<file path="src/hw/csiProtoPkg.sv">
// CSI-2 protocol constants: data type codes, sync byte, long packet boundary
package csiProtoPkg;

	// ------------------------------
	// Data type codes
	// ------------------------------
	typedef enum logic [5:0]
	{
		dtFrameStart = 6'h00,	// Short, frame start
		dtFrameEnd   = 6'h01,	// Short, frame end
		dtLineStart  = 6'h02,	// Short, line start
		dtLineEnd    = 6'h03,	// Short, line end
		dtYuv422b8   = 6'h1E,	// Long, YUV422 8 bit
		dtRgb565     = 6'h22,	// Long, RGB565
		dtRaw8       = 6'h2A,	// Long, RAW8
		dtRaw10      = 6'h2B	// Long, RAW10
	} tCsiDataType;

	// ------------------------------
	// Link level constants
	// ------------------------------

	// HS leader byte seen by the PHY on each lane at SoT
	localparam logic [7:0] cSyncByte = 8'hB8;

	// Codes 0x00..0x0F are short packets
	// Everything at or above this carries a payload
	localparam logic [5:0] cLongPktMin = 6'h10;

endpackage

</file>
<file path="src/hw/csiRxPkg.sv">
// Receiver internal types: merged word, FIFO entry, decoder states
package csiRxPkg;

	// ------------------------------
	// Datapath words
	// ------------------------------
	localparam int cWordBits = 16;	// Two lanes x one byte

	// Lane 0 byte in [7:0], lane 1 byte in [15:8]
	typedef logic [cWordBits-1:0] tCsiWord;

	// One FIFO slot
	typedef struct packed
	{
		logic    start;	// First word of a burst (sync cycle)
		tCsiWord word;
	} tFifoEntry;

	// ------------------------------
	// Packet decoder FSM
	// ------------------------------
	typedef enum logic [1:0]
	{
		stIdle,		// Waiting for a start word
		stHeadLow,	// DT/VC + word count LSB
		stHeadHigh,	// Word count MSB + ECC
		stPayload	// Long packet data
	} tDecState;

endpackage

</file>
<file path="src/hw/csiLaneMerge.sv">
// Two-lane byte merge: lane registers, sync detect, SoT error discard, FIFO write
`timescale 1ns/1ps

module csiLaneMerge
	import csiRxPkg::*;
(
	input  logic       iSCLK,
	input  logic       qnHsRst,
	// PHY side, lanes assumed aligned
	input  logic [7:0] laneData0,
	input  logic [7:0] laneData1,
	input  logic       laneValid,	// From lane 1
	input  logic       laneSync,	// From lane 1
	input  logic       errSotSync,
	// FIFO write side
	output tFifoEntry  wrEntry,
	output logic       wrEn
);

	// ------------------------------
	// Accept and discard decision
	// ------------------------------
	logic    laneAccept;	// Sync cycle counts as data too
	logic    dropNow;
	logic    rDiscard;		// Burst after a bad SoT
	logic    rStart;
	logic    rWrEn;
	tCsiWord rWord;

	assign laneAccept = laneValid | laneSync;

	// A fresh sync decides for itself, otherwise follow the burst state
	assign dropNow = laneSync ? errSotSync : rDiscard;

	always_ff @(posedge iSCLK or negedge qnHsRst)
	begin
		if (!qnHsRst)
		begin
			rDiscard <= 1'b0;
			rStart   <= 1'b0;
			rWrEn    <= 1'b0;
		end
		else
		begin
			if (laneSync)
				rDiscard <= errSotSync;	// Held until next clean sync
			rStart <= laneSync;
			rWrEn  <= laneAccept & ~dropNow;
		end
	end

	// Byte pair, lane 1 on top
	always_ff @(posedge iSCLK)
	begin
		if (laneAccept)
			rWord <= {laneData1, laneData0};
	end

	assign wrEntry = '{start: rStart, word: rWord};
	assign wrEn    = rWrEn;

	// ------------------------------
	// Checks
	// ------------------------------

	// No write without a lane cycle behind it
	aWrFromLane: assert property (@(posedge iSCLK) disable iff (!qnHsRst)
		wrEn |-> $past(laneValid || laneSync))
		else $error("csiLaneMerge: wrEn without accepted lane cycle");

endmodule

</file>
<file path="src/hw/csiWordFifo.sv">
// Synchronous word FIFO with start flag, full/empty and sticky overflow
`timescale 1ns/1ps

module csiWordFifo
	import csiRxPkg::*;
#(
	parameter int pFifoDepth = 64	// Power of two
)
(
	input  logic      iSCLK,
	input  logic      qnHsRst,
	// Write side
	input  tFifoEntry wrEntry,
	input  logic      wrEn,
	output logic      fifoFull,
	// Read side
	input  logic      rdEn,
	output tFifoEntry rdEntry,
	output logic      rdValid,
	output logic      fifoEmpty,
	output logic      overflow	// Sticky until reset
);

	localparam int cAddrBits = $clog2(pFifoDepth);
	localparam logic [cAddrBits:0] cFullCount = (cAddrBits+1)'(pFifoDepth);

	// ------------------------------
	// Storage and pointers
	// ------------------------------
	tFifoEntry            mem [pFifoDepth];
	logic [cAddrBits:0]   rWrPtr;		// Extra MSB for wrap
	logic [cAddrBits:0]   rRdPtr;
	logic [cAddrBits:0]   fillCount;
	logic                 wrOk;
	logic                 rdOk;
	logic                 rRdValid;
	logic                 rOverflow;

	assign fillCount = rWrPtr - rRdPtr;	// Wraps cleanly
	assign fifoFull  = (fillCount == cFullCount);
	assign fifoEmpty = (fillCount == '0);

	assign wrOk = wrEn & ~fifoFull;		// Dropped when full
	assign rdOk = rdEn & ~fifoEmpty;

	always_ff @(posedge iSCLK or negedge qnHsRst)
	begin
		if (!qnHsRst)
		begin
			rWrPtr    <= '0;
			rRdPtr    <= '0;
			rRdValid  <= 1'b0;
			rOverflow <= 1'b0;
		end
		else
		begin
			if (wrOk)
				rWrPtr <= rWrPtr + 1'b1;
			if (rdOk)
				rRdPtr <= rRdPtr + 1'b1;
			rRdValid <= rdOk;	// Data one cycle after rdEn
			if (wrEn && fifoFull)
				rOverflow <= 1'b1;
		end
	end

	// Memory and read register, no reset
	always_ff @(posedge iSCLK)
	begin
		if (wrOk)
			mem[rWrPtr[cAddrBits-1:0]] <= wrEntry;
		if (rdOk)
			rdEntry <= mem[rRdPtr[cAddrBits-1:0]];
	end

	assign rdValid  = rRdValid;
	assign overflow = rOverflow;

	// ------------------------------
	// Checks
	// ------------------------------

	// Decoder must honour empty
	aNoRdEmpty: assert property (@(posedge iSCLK) disable iff (!qnHsRst)
		!(rdEn && fifoEmpty))
		else $error("csiWordFifo: read while empty");

	// Pointer distance stays in range
	aFillRange: assert property (@(posedge iSCLK) disable iff (!qnHsRst)
		fillCount <= cFullCount)
		else $error("csiWordFifo: fill count %0d above depth", fillCount);

endmodule

</file>
<file path="src/hw/csiPacketDecoder.sv">
// CSI-2 packet decoder: header parse FSM, payload counter, pixel and header outputs
`timescale 1ns/1ps

module csiPacketDecoder
	import csiProtoPkg::*, csiRxPkg::*;
(
	input  logic        iSCLK,
	input  logic        qnHsRst,
	// FIFO read side
	input  logic        fifoEmpty,
	output logic        rdEn,
	input  tFifoEntry   rdEntry,
	input  logic        rdValid,
	// Pixel path
	input  logic        pixelReady,
	output tCsiWord     pixel,
	output logic        pixelValid,
	// Header path has no ready
	output tCsiDataType dataType,
	output logic [1:0]  virtualChan,
	output logic [15:0] wordCount,
	output logic [7:0]  ecc,
	output logic        headerValid
);

	// ------------------------------
	// FIFO read control
	// ------------------------------
	assign rdEn = ~fifoEmpty & pixelReady;	// Stall under back-pressure

	// ------------------------------
	// Header decode helpers
	// ------------------------------
	tDecState    rState;
	tCsiWord     rHeadLow;		// First header word held until second
	logic [15:0] rWordsLeft;	// Payload words still due
	logic        rPixelValid;
	logic        rHeaderValid;
	logic [15:0] wcNext;		// Full word count at stHeadHigh
	logic [15:0] halfWords;		// Bytes / 2 rounded up
	logic        isLong;
	logic        headDone;		// Second header word returned
	logic        payWord;		// Payload word returned

	assign wcNext    = {rdEntry.word[7:0], rHeadLow[15:8]};
	assign halfWords = {1'b0, wcNext[15:1]} + {15'd0, wcNext[0]};
	assign isLong    = (rHeadLow[5:0] >= cLongPktMin);

	assign headDone = rdValid & ~rdEntry.start & (rState == stHeadHigh);
	assign payWord  = rdValid & ~rdEntry.start & (rState == stPayload);

	// ------------------------------
	// State machine
	// ------------------------------
	always_ff @(posedge iSCLK or negedge qnHsRst)
	begin
		if (!qnHsRst)
		begin
			rState       <= stIdle;
			rWordsLeft   <= '0;
			rPixelValid  <= 1'b0;
			rHeaderValid <= 1'b0;
		end
		else
		begin
			rPixelValid  <= payWord;
			rHeaderValid <= headDone;
			if (rdValid)
			begin
				if (rdEntry.start)
					rState <= stHeadLow;		// Sync word restarts parse
				else
				begin
					case (rState)
						stIdle:
							rState <= stIdle;	// Stray word dropped
						stHeadLow:
							rState <= stHeadHigh;
						stHeadHigh:
						begin
							rWordsLeft <= halfWords;
							// Short packet or empty long packet ends here
							if (isLong && (halfWords != '0))
								rState <= stPayload;
							else
								rState <= stIdle;
						end
						stPayload:
						begin
							rWordsLeft <= rWordsLeft - 1'b1;
							if (rWordsLeft == 16'd1)
								rState <= stIdle;	// Last word
						end
						default:
							rState <= stIdle;
					endcase
				end
			end
		end
	end

	// ------------------------------
	// Header and pixel registers
	// ------------------------------
	always_ff @(posedge iSCLK)
	begin
		if (rdValid && (rState == stHeadLow) && !rdEntry.start)
			rHeadLow <= rdEntry.word;
		// All header fields change together
		if (headDone)
		begin
			dataType    <= tCsiDataType'(rHeadLow[5:0]);
			virtualChan <= rHeadLow[7:6];
			wordCount   <= wcNext;
			ecc         <= rdEntry.word[15:8];	// Reported only
		end
		if (payWord)
			pixel <= rdEntry.word;
	end

	assign pixelValid  = rPixelValid;
	assign headerValid = rHeaderValid;

	// ------------------------------
	// Checks
	// ------------------------------
	aStateLegal: assert property (@(posedge iSCLK) disable iff (!qnHsRst)
		!$isunknown(rState) && (rState inside {stIdle, stHeadLow, stHeadHigh, stPayload}))
		else $error("csiPacketDecoder: illegal state");

endmodule

</file>
<file path="src/hw/csiRxTop.sv">
// CSI-2 two-lane receive top: lane merge, word FIFO, packet decoder
`timescale 1ns/1ps

module csiRxTop
	import csiProtoPkg::*, csiRxPkg::*;
#(
	parameter int pFifoDepth = 64
)
(
	input  logic        iSCLK,
	input  logic        qnHsRst,
	// D-PHY HS bytes
	input  logic [7:0]  laneData0,
	input  logic [7:0]  laneData1,
	input  logic        laneValid,
	input  logic        laneSync,
	input  logic        errSotSync,
	// Pixel out
	input  logic        pixelReady,
	output tCsiWord     pixel,
	output logic        pixelValid,
	// Header out
	output tCsiDataType dataType,
	output logic [1:0]  virtualChan,
	output logic [15:0] wordCount,
	output logic [7:0]  ecc,
	output logic        headerValid,
	// Status
	output logic        fifoFull,
	output logic        overflow
);

	// ------------------------------
	// Internal links
	// ------------------------------
	tFifoEntry wrEntry;		// Merge -> FIFO
	logic      wrEn;
	tFifoEntry rdEntry;		// FIFO -> decoder
	logic      rdEn;
	logic      rdValid;
	logic      fifoEmpty;

	csiLaneMerge uMerge
	(
		.iSCLK      (iSCLK),
		.qnHsRst    (qnHsRst),
		.laneData0  (laneData0),
		.laneData1  (laneData1),
		.laneValid  (laneValid),
		.laneSync   (laneSync),
		.errSotSync (errSotSync),
		.wrEntry    (wrEntry),
		.wrEn       (wrEn)
	);

	csiWordFifo #(.pFifoDepth(pFifoDepth)) uFifo
	(
		.iSCLK     (iSCLK),
		.qnHsRst   (qnHsRst),
		.wrEntry   (wrEntry),
		.wrEn      (wrEn),
		.fifoFull  (fifoFull),
		.rdEn      (rdEn),
		.rdEntry   (rdEntry),
		.rdValid   (rdValid),
		.fifoEmpty (fifoEmpty),
		.overflow  (overflow)
	);

	csiPacketDecoder uDecoder
	(
		.iSCLK       (iSCLK),
		.qnHsRst     (qnHsRst),
		.fifoEmpty   (fifoEmpty),
		.rdEn        (rdEn),
		.rdEntry     (rdEntry),
		.rdValid     (rdValid),
		.pixelReady  (pixelReady),
		.pixel       (pixel),
		.pixelValid  (pixelValid),
		.dataType    (dataType),
		.virtualChan (virtualChan),
		.wordCount   (wordCount),
		.ecc         (ecc),
		.headerValid (headerValid)
	);

endmodule

</file>
<file path="config.mk">
export PLATFORM = sky130hd
export DESIGN_NAME = csiRxTop
export DESIGN_NICKNAME = d
export VERILOG_FILES = /design/src/hw/csiProtoPkg.sv /design/src/hw/csiRxPkg.sv /design/src/hw/csiLaneMerge.sv /design/src/hw/csiWordFifo.sv /design/src/hw/csiPacketDecoder.sv /design/src/hw/csiRxTop.sv
export SDC_FILE = /design/constraint.sdc
export NUM_CORES = 1
export LEC_CHECK = 0
export BUFFER_PORTS_ARGS = -buffer_cell sky130_fd_sc_hd__buf_4
export CAP_MARGIN = 40
export CORE_ASPECT_RATIO = 1.2
export CORE_UTILIZATION = 55
export CTS_CLUSTER_SIZE = 25
export DETAILED_ROUTE_END_ITERATION = 16
export MAX_ROUTING_LAYER = met4
export PLACE_DENSITY = 0.69
export SLEW_MARGIN = 20
export SYNTH_ARGS = -nofsm -noshare
export SYNTH_HDL_FRONTEND = slang
export SYNTH_HIERARCHICAL = 1
export SYNTH_SLANG_ARGS = --single-unit
</file>
<file path="constraint.sdc">
create_clock -name iSCLK -period 13.51 [get_ports iSCLK]
set_input_delay 0.6755 -clock iSCLK [delete_from_list [all_inputs] [get_ports iSCLK]]
set_output_delay 0.6755 -clock iSCLK [all_outputs]
set_load 0.02 [all_outputs]
</file>
==> results of run 1 <==
-- per-stage QoR --
step | cells | worst slack, ps
2_1_floorplan | 2270 | 8498
3_3_place_gp | 3459 | 8368
3_5_place_dp | 3467 | 8385
4_1_cts | 3674 | 7619
5_1_grt | 3679 | 7483
6_report | 3679 | 7649
-- power by group --
group / switching, mW / internal [mW]
logic: 1.85 / 1.30
clock network: 1.37 / 1.81
registers: 0.273 / 4.46
-- final cells by class --
| class | count | area share (%) |
|---|---|---|
| well taps | 1140 | 2.633 |
| clock inverters | 67 | 1.305 |
| flip-flops and latches | 1224 | 67.52 |
| repair buffers | 191 | 2.883 |
| multi-input cells | 900 | 19.97 |
| diodes | 1 | 0.004620 |
| clock buffers | 139 | 5.565 |
| inverters | 17 | 0.1178 |
-- layout by cell type (no fill, tap or decap), types with 5 or more instances in the layout --
| cell | instances |
|---|---|
| inv_1 | 11 |
| clkbuf_16 | 112 |
| clkbuf_1 | 16 |
| mux2i_1 | 37 |
| a211oi_1 | 6 |
| nand4_1 | 10 |
| nand3_1 | 37 |
| nor3_1 | 13 |
| nand2_1 | 136 |
| nor2b_1 | 5 |
| a32oi_1 | 5 |
| o22ai_1 | 22 |
| dfrtp_1 | 33 |
| buf_4 | 180 |
| and2_1 | 5 |
| o21ai_1 | 5 |
| clkinv_2 | 31 |
| clkbuf_8 | 11 |
| edfxtp_1 | 1185 |
| xnor2_1 | 18 |
| o221ai_1 | 5 |
| nor3_2 | 8 |
| and3_1 | 8 |
| mux2_2 | 5 |
| a21oi_1 | 48 |
| mux4_2 | 299 |
| o211ai_1 | 9 |
| bufinv_16 | 12 |
| ha_1 | 15 |
| xor2_1 | 13 |
| clkinv_1 | 12 |
| nor2_1 | 35 |
| nor4_2 | 55 |
| a31oi_1 | 14 |
| o21ai_0 | 20 |
| clkinvlp_4 | 6 |
-- worst max-delay path, stage by stage, from the launching register on --
cell,delay (ps)
dfrtp_4,1000
inv_2,410
ha_1,460
and3b_1,210
nor4_1,280
o2111ai_1,170
nor3_1,240
buf_4,240
and2_4,440
buf_4,670
buf_4,270
-- logic make-up (layout without fill, tap and decap cells) --
group / after synthesis / after routing
DFF: 1224 / 1224
and+or+nand+nor: 346 / 346
muxes: 342 / 342
AOI/OAI and AO/OA: 166 / 166
buffers and inverters: 146 / 414
xor gates and xnor gates: 31 / 31
adders and majority gates: 15 / 15
other: 0 / 1
-- timing repair --
item                                   CTS  global route
buffers inserted                         0             0
endpoints found under the hold margin    2             0
setup endpoints to repair                0             0
hold buffers                             1             0
-- state kept, by name, indices dropped and copies added (netlist names), 2 cells and up --
signal / flops
uDecoder/virtualChan: 2
uDecoder/dataType: 6
uFifo/rRdPtr: 7
uDecoder/rState: 2
uDecoder/rWordsLeft: 16
uFifo/rdEntry: 17
uDecoder/pixel: 16
uDecoder/ecc: 8
uDecoder/wordCount: 16
uMerge/rWord: 16
uFifo/mem: 1088
uDecoder/rHeadLow: 16
uFifo/rWrPtr: 7
-- metal layers --
layer  up-vias  wire [um]  part of all wire [%]  track usage [%]
met5         -          0                     0                -
met4         0       4563                   4.1            10.27
met3       212       7896                   7.1            3.844
met2      1044      56390                    50            42.56
met1     12540      43050                    38            35.40
li1       9826          -                     -                -
-- final timing paths --
check                                startpoint  slack (ps)                    to
setup / recovery                uFifo/rRdPtr[2]        7650              fifoFull
hold / removal                         laneSync         120         uMerge/rStart
setup reg to reg                uFifo/rRdPtr[2]        8500      uFifo/mem[42][4]
hold reg to reg            uDecoder/rHeadLow[2]         420  uDecoder/dataType[2]
max in group asynchronous               qnHsRst       12400       uFifo/rRdPtr[2]
min in group asynchronous               qnHsRst         530  uDecoder/headerValid
==> metrics.cfg, run 1 <==
[grt]
grt_usage_pct = 26.76
grt_pass1_vias = 23720
grt_start_max_net_pins = 136
antenna_found_initial = 3
grt_overflow = 0
grt_pass1_wl_um = 164100

[sta]
rsz0062_at_grt = false
finalSetupViolCount = 0
fin_crit_ps = 5861
period_share_pct = 43.38
final_hold_viol_count = 0
finClkSkew_ps = 23.89
clock.fmax_mhz = 170.6
slew_headroom_pct = 32.39
tightest_slew_ps = 1014
slew_viol_final = 0
final.setup.tns_ps = 0
holdWs_ps = 121.0

[clock_network]
cts.sinks = 1224
worstSkewPairLatency_ps = 700
clk_pin_slew_worst_paths_ps = 70
cts-root-buf = clkbuf_16
clockBufferDepth = 3
numCtsBuffers = 111
htree_levels = 3
cts_tree = built
ctsResizeCount = 0

[placement]
port_buffers = 73
place_area_mm2 = 0.05036
gp_congestion = 0.9292
dp_hpwl_um = 66920

[layout]
register_area_mm2 = 0.03658
drive_gt1_share_pct = 29.94
num-fill-cells = 5752
area.growth.synth_to_final_pct = 13.50
nets = 2482
final_util_pct = 62.93
multi_input_area_mm2 = 0.01082
fin_area_mm2 = 0.05417

[yosys]
synth_edf_count = 1185
synth_fa_ha_area_share_pct = 0.3932
ys.flop_type = edfxtp_1
syn_area_per_cell_um2 = 21.02
synth_top_family_by_area = multiplexers
synth_nets = 2307
synth_top_area_cell = edfxtp_1
yosysMostFrequentCell = edfxtp_1
ys_seq_elements = 1224
synth_compound_area_share_pct = 2.228
synth.cell_area_mm2 = 0.04773
synth_top_cells_by_area = edfxtp_1, mux4_2, dfrtp_1
ys_types = 69
syn_inst = 2270
yosys.area_share.simple_pct = 3.573
synthArstFlopShare_pct = 3.186
synth-xor-area-share_pct = 0.5689
synth_mux_area_share_pct = 15.04
synth-warning-count = 6
synth_top_cells_by_count = edfxtp_1, mux4_2, nand2_1
yosys.area.top_type_share_pct = 74.56
ys_seq_area_share_pct = 76.60

[detailed_routing]
drtPass1Iterations = 5
route.detailed.drc = 0
wirelength_um = 111900
drt-initial-drc-count = 2973
final_antenna_net_count = 0
vias = 23620
vias_per_cell = 6.420
routedWlPerCell_um = 30.42

[critical_path]
worstPathRequired_ps = 12830
endpoint_kind = output pin
critical_path_class = register to output pin
start_kind = register
r2r_cells = 11
critPathArrivalTime_ps = 5190
worstPathMaxFanout = 51

[power]
finalPower_mw = 11.06
powerDensity_mw_per_mm2 = 204.2
irDropWorstVdd_uv = 170.4
p_leak_nw = 17.32

[floorplanning]
core_area_mm2 = 0.08608
die_h_um = 324.7
die_w_um = 270.9
dieArea_mm2 = 0.08796
pin_count = 74
num_rows = 118
start_util_pct = 55.45

[worst_hold_path]
holdPathStages = 1
hp-class = primary input to register

[run_status]
status = completed

[job]
drv_cap = 0

Note: power is estimated with default switching activity, not from simulation.
==> inputs of run 2 (changes only) <==
==> constraint.sdc (replaced) <==
create_clock -name iSCLK -period 6 [get_ports iSCLK]
set_input_delay 0.3 -clock iSCLK [delete_from_list [all_inputs] [get_ports iSCLK]]
set_output_delay 0.3 -clock iSCLK [all_outputs]
set_load 0.02 [all_outputs]
==> metrics.cfg, run 2 (synthesized netlist as in run 1, its figures left out) <==
[run_status]
status = completed

[critical_path]
worstPathMaxFanout = 35
endpoint_kind = register
cp_cell_sequence = clkinv_1 > ha_1 > xor2_1 > nor4_1 > o2111ai_1 > nor3_1 > buf_4 > and2_4 > buf_4 > nor4_2 > buf_4
critPathArrivalTime_ps = 4880
slowest_delay_ps = 670
critPathSlowestCell = dfrtp_1
start_kind = register
timing.critical_path.mode_cell = buf_4
critical_path_class = register to register
worstPathRequired_ps = 6410

[sta]
finClkSkew_ps = 35.22
tightest_slew_ps = 881.0
clock.fmax_mhz = 223.7
final_hold_viol_count = 0
fin_crit_ps = 4471
worst_slack_ps = 1529
final.setup.tns_ps = 0
period_share_pct = 74.52
slew_headroom_pct = 41.27
slew_viol_final = 0
rsz0062_at_grt = false
finalSetupViolCount = 0

[detailed_routing]
final_antenna_net_count = 0
route.detailed.drc = 0
vias = 23850
drt-initial-drc-count = 2552
vias_per_cell = 6.433
wirelength_um = 111500
drtPass1Iterations = 9
routedWlPerCell_um = 30.07

[clock_network]
ctsResizeCount = 0
worstSkewPairLatency_ps = 700
numCtsBuffers = 111
cts.sinks = 1224
clockBufferDepth = 3
cts_setup_buffers = 0
htree_levels = 3
cts-root-buf = clkbuf_16
clk_pin_slew_worst_paths_ps = 70
hold_buffers = 20
cts_tree = built

[grt]
grt_overflow = 0
grt_start_max_net_pins = 137
grt_pass1_vias = 24050
grt_usage_pct = 26.73
antenna_found_initial = 3
grt_pass1_wl_um = 164700

[worst_hold_path]
hp-class = primary input to async pin

[floorplanning]
core_area_mm2 = 0.08608
die_h_um = 324.7
die_w_um = 270.9
dieArea_mm2 = 0.08796
num_rows = 118
start_util_pct = 55.45
pin_count = 74

[power]
irDropWorstVdd_uv = 437.9
p_leak_nw = 17.42
finalPower_mw = 25.01
powerDensity_mw_per_mm2 = 459.0

[layout]
layout_common_cells = edfxtp_1, mux4_2, buf_4, nand2_1, clkbuf_16
drive_gt1_share_pct = 29.54
nets = 2506
register_area_mm2 = 0.03658
num-fill-cells = 5714
largest_reg_flops = 1088
mostFrequentLayoutCell = edfxtp_1
multi_input_area_mm2 = 0.01081
area.growth.synth_to_final_pct = 14.16
final_util_pct = 63.30

[job]
drv_cap = 0

[placement]
port_buffers = 73
pre_cts_slack_ps = 1733
dp_hpwl_um = 67080
gp_congestion = 0.9306

==> run 2: worst paths after layout <==
check / start / to / slack, ps / cells past startpoint
min in group iSCLK: pixelReady / uFifo/rRdPtr[5] / 260 / 5
setup reg to reg: uFifo/rRdPtr[4] / uFifo/mem[18][9] / 1530 / 11
setup / recovery: uFifo/rRdPtr[4] / uFifo/mem[18][9] / 1530 / 11
max in group asynchronous: qnHsRst / uFifo/rRdPtr[2] / 5290 / 2
hold / removal: qnHsRst / uDecoder/pixelValid / 170 / 2
hold reg to reg: uDecoder/rHeadLow[2] / uDecoder/dataType[2] / 420 / 0
==> run 2: per-stage QoR <==
step	cell area, um2	instances	hold slack, ps
5_1_grt	54480	3708	206.9
6_report	54480	3708	174.0
3_3_place_gp	50250	3460	368.5
2_1_floorplan	47730	2270	4.409
4_1_cts	54380	3699	170.8
3_5_place_dp	50380	3469	367.7
==> run 2: area by class of cell <==
cell class              count  share of cell area, %
flip-flops and latches   1224                  67.13
multi-input cells         900                  19.83
clock buffers             132                  5.415
repair buffers            215                  3.323
well taps                1140                  2.618
clock inverters            78                  1.552
inverters                  17                 0.1171
diodes                      2               0.009186
==> run 2: layer usage <==
layer | track usage (%) | up-vias | part of all wire (%)
li1 | - | 9878 | -
met1 | 35.79 | 12590 | 38
met2 | 42.62 | 1200 | 50
met3 | 3.703 | 186 | 7.8
met4 | 9.347 | 0 | 3.5
met5 | - | - | 0
==> run 2: worst max-delay path, delay by kind of cell (launching register included) <==
kind	cells	cell delay (ps)
xor+xnor	1	170
flops	1	670
fa+ha+maj	1	450
buf+inv	4	1450
compound gates	1	190
simple gates	4	1150
==> run 2: power breakdown <==
part	internal [mW]	leakage, nW	total [mW]	switching (mW)
clock	4.17	1.83	7.27	3.10
sequential	10.0	11.2	10.6	0.545
combinational	2.91	4.43	7.16	4.25
total	17.1	17.4	25.0	7.89
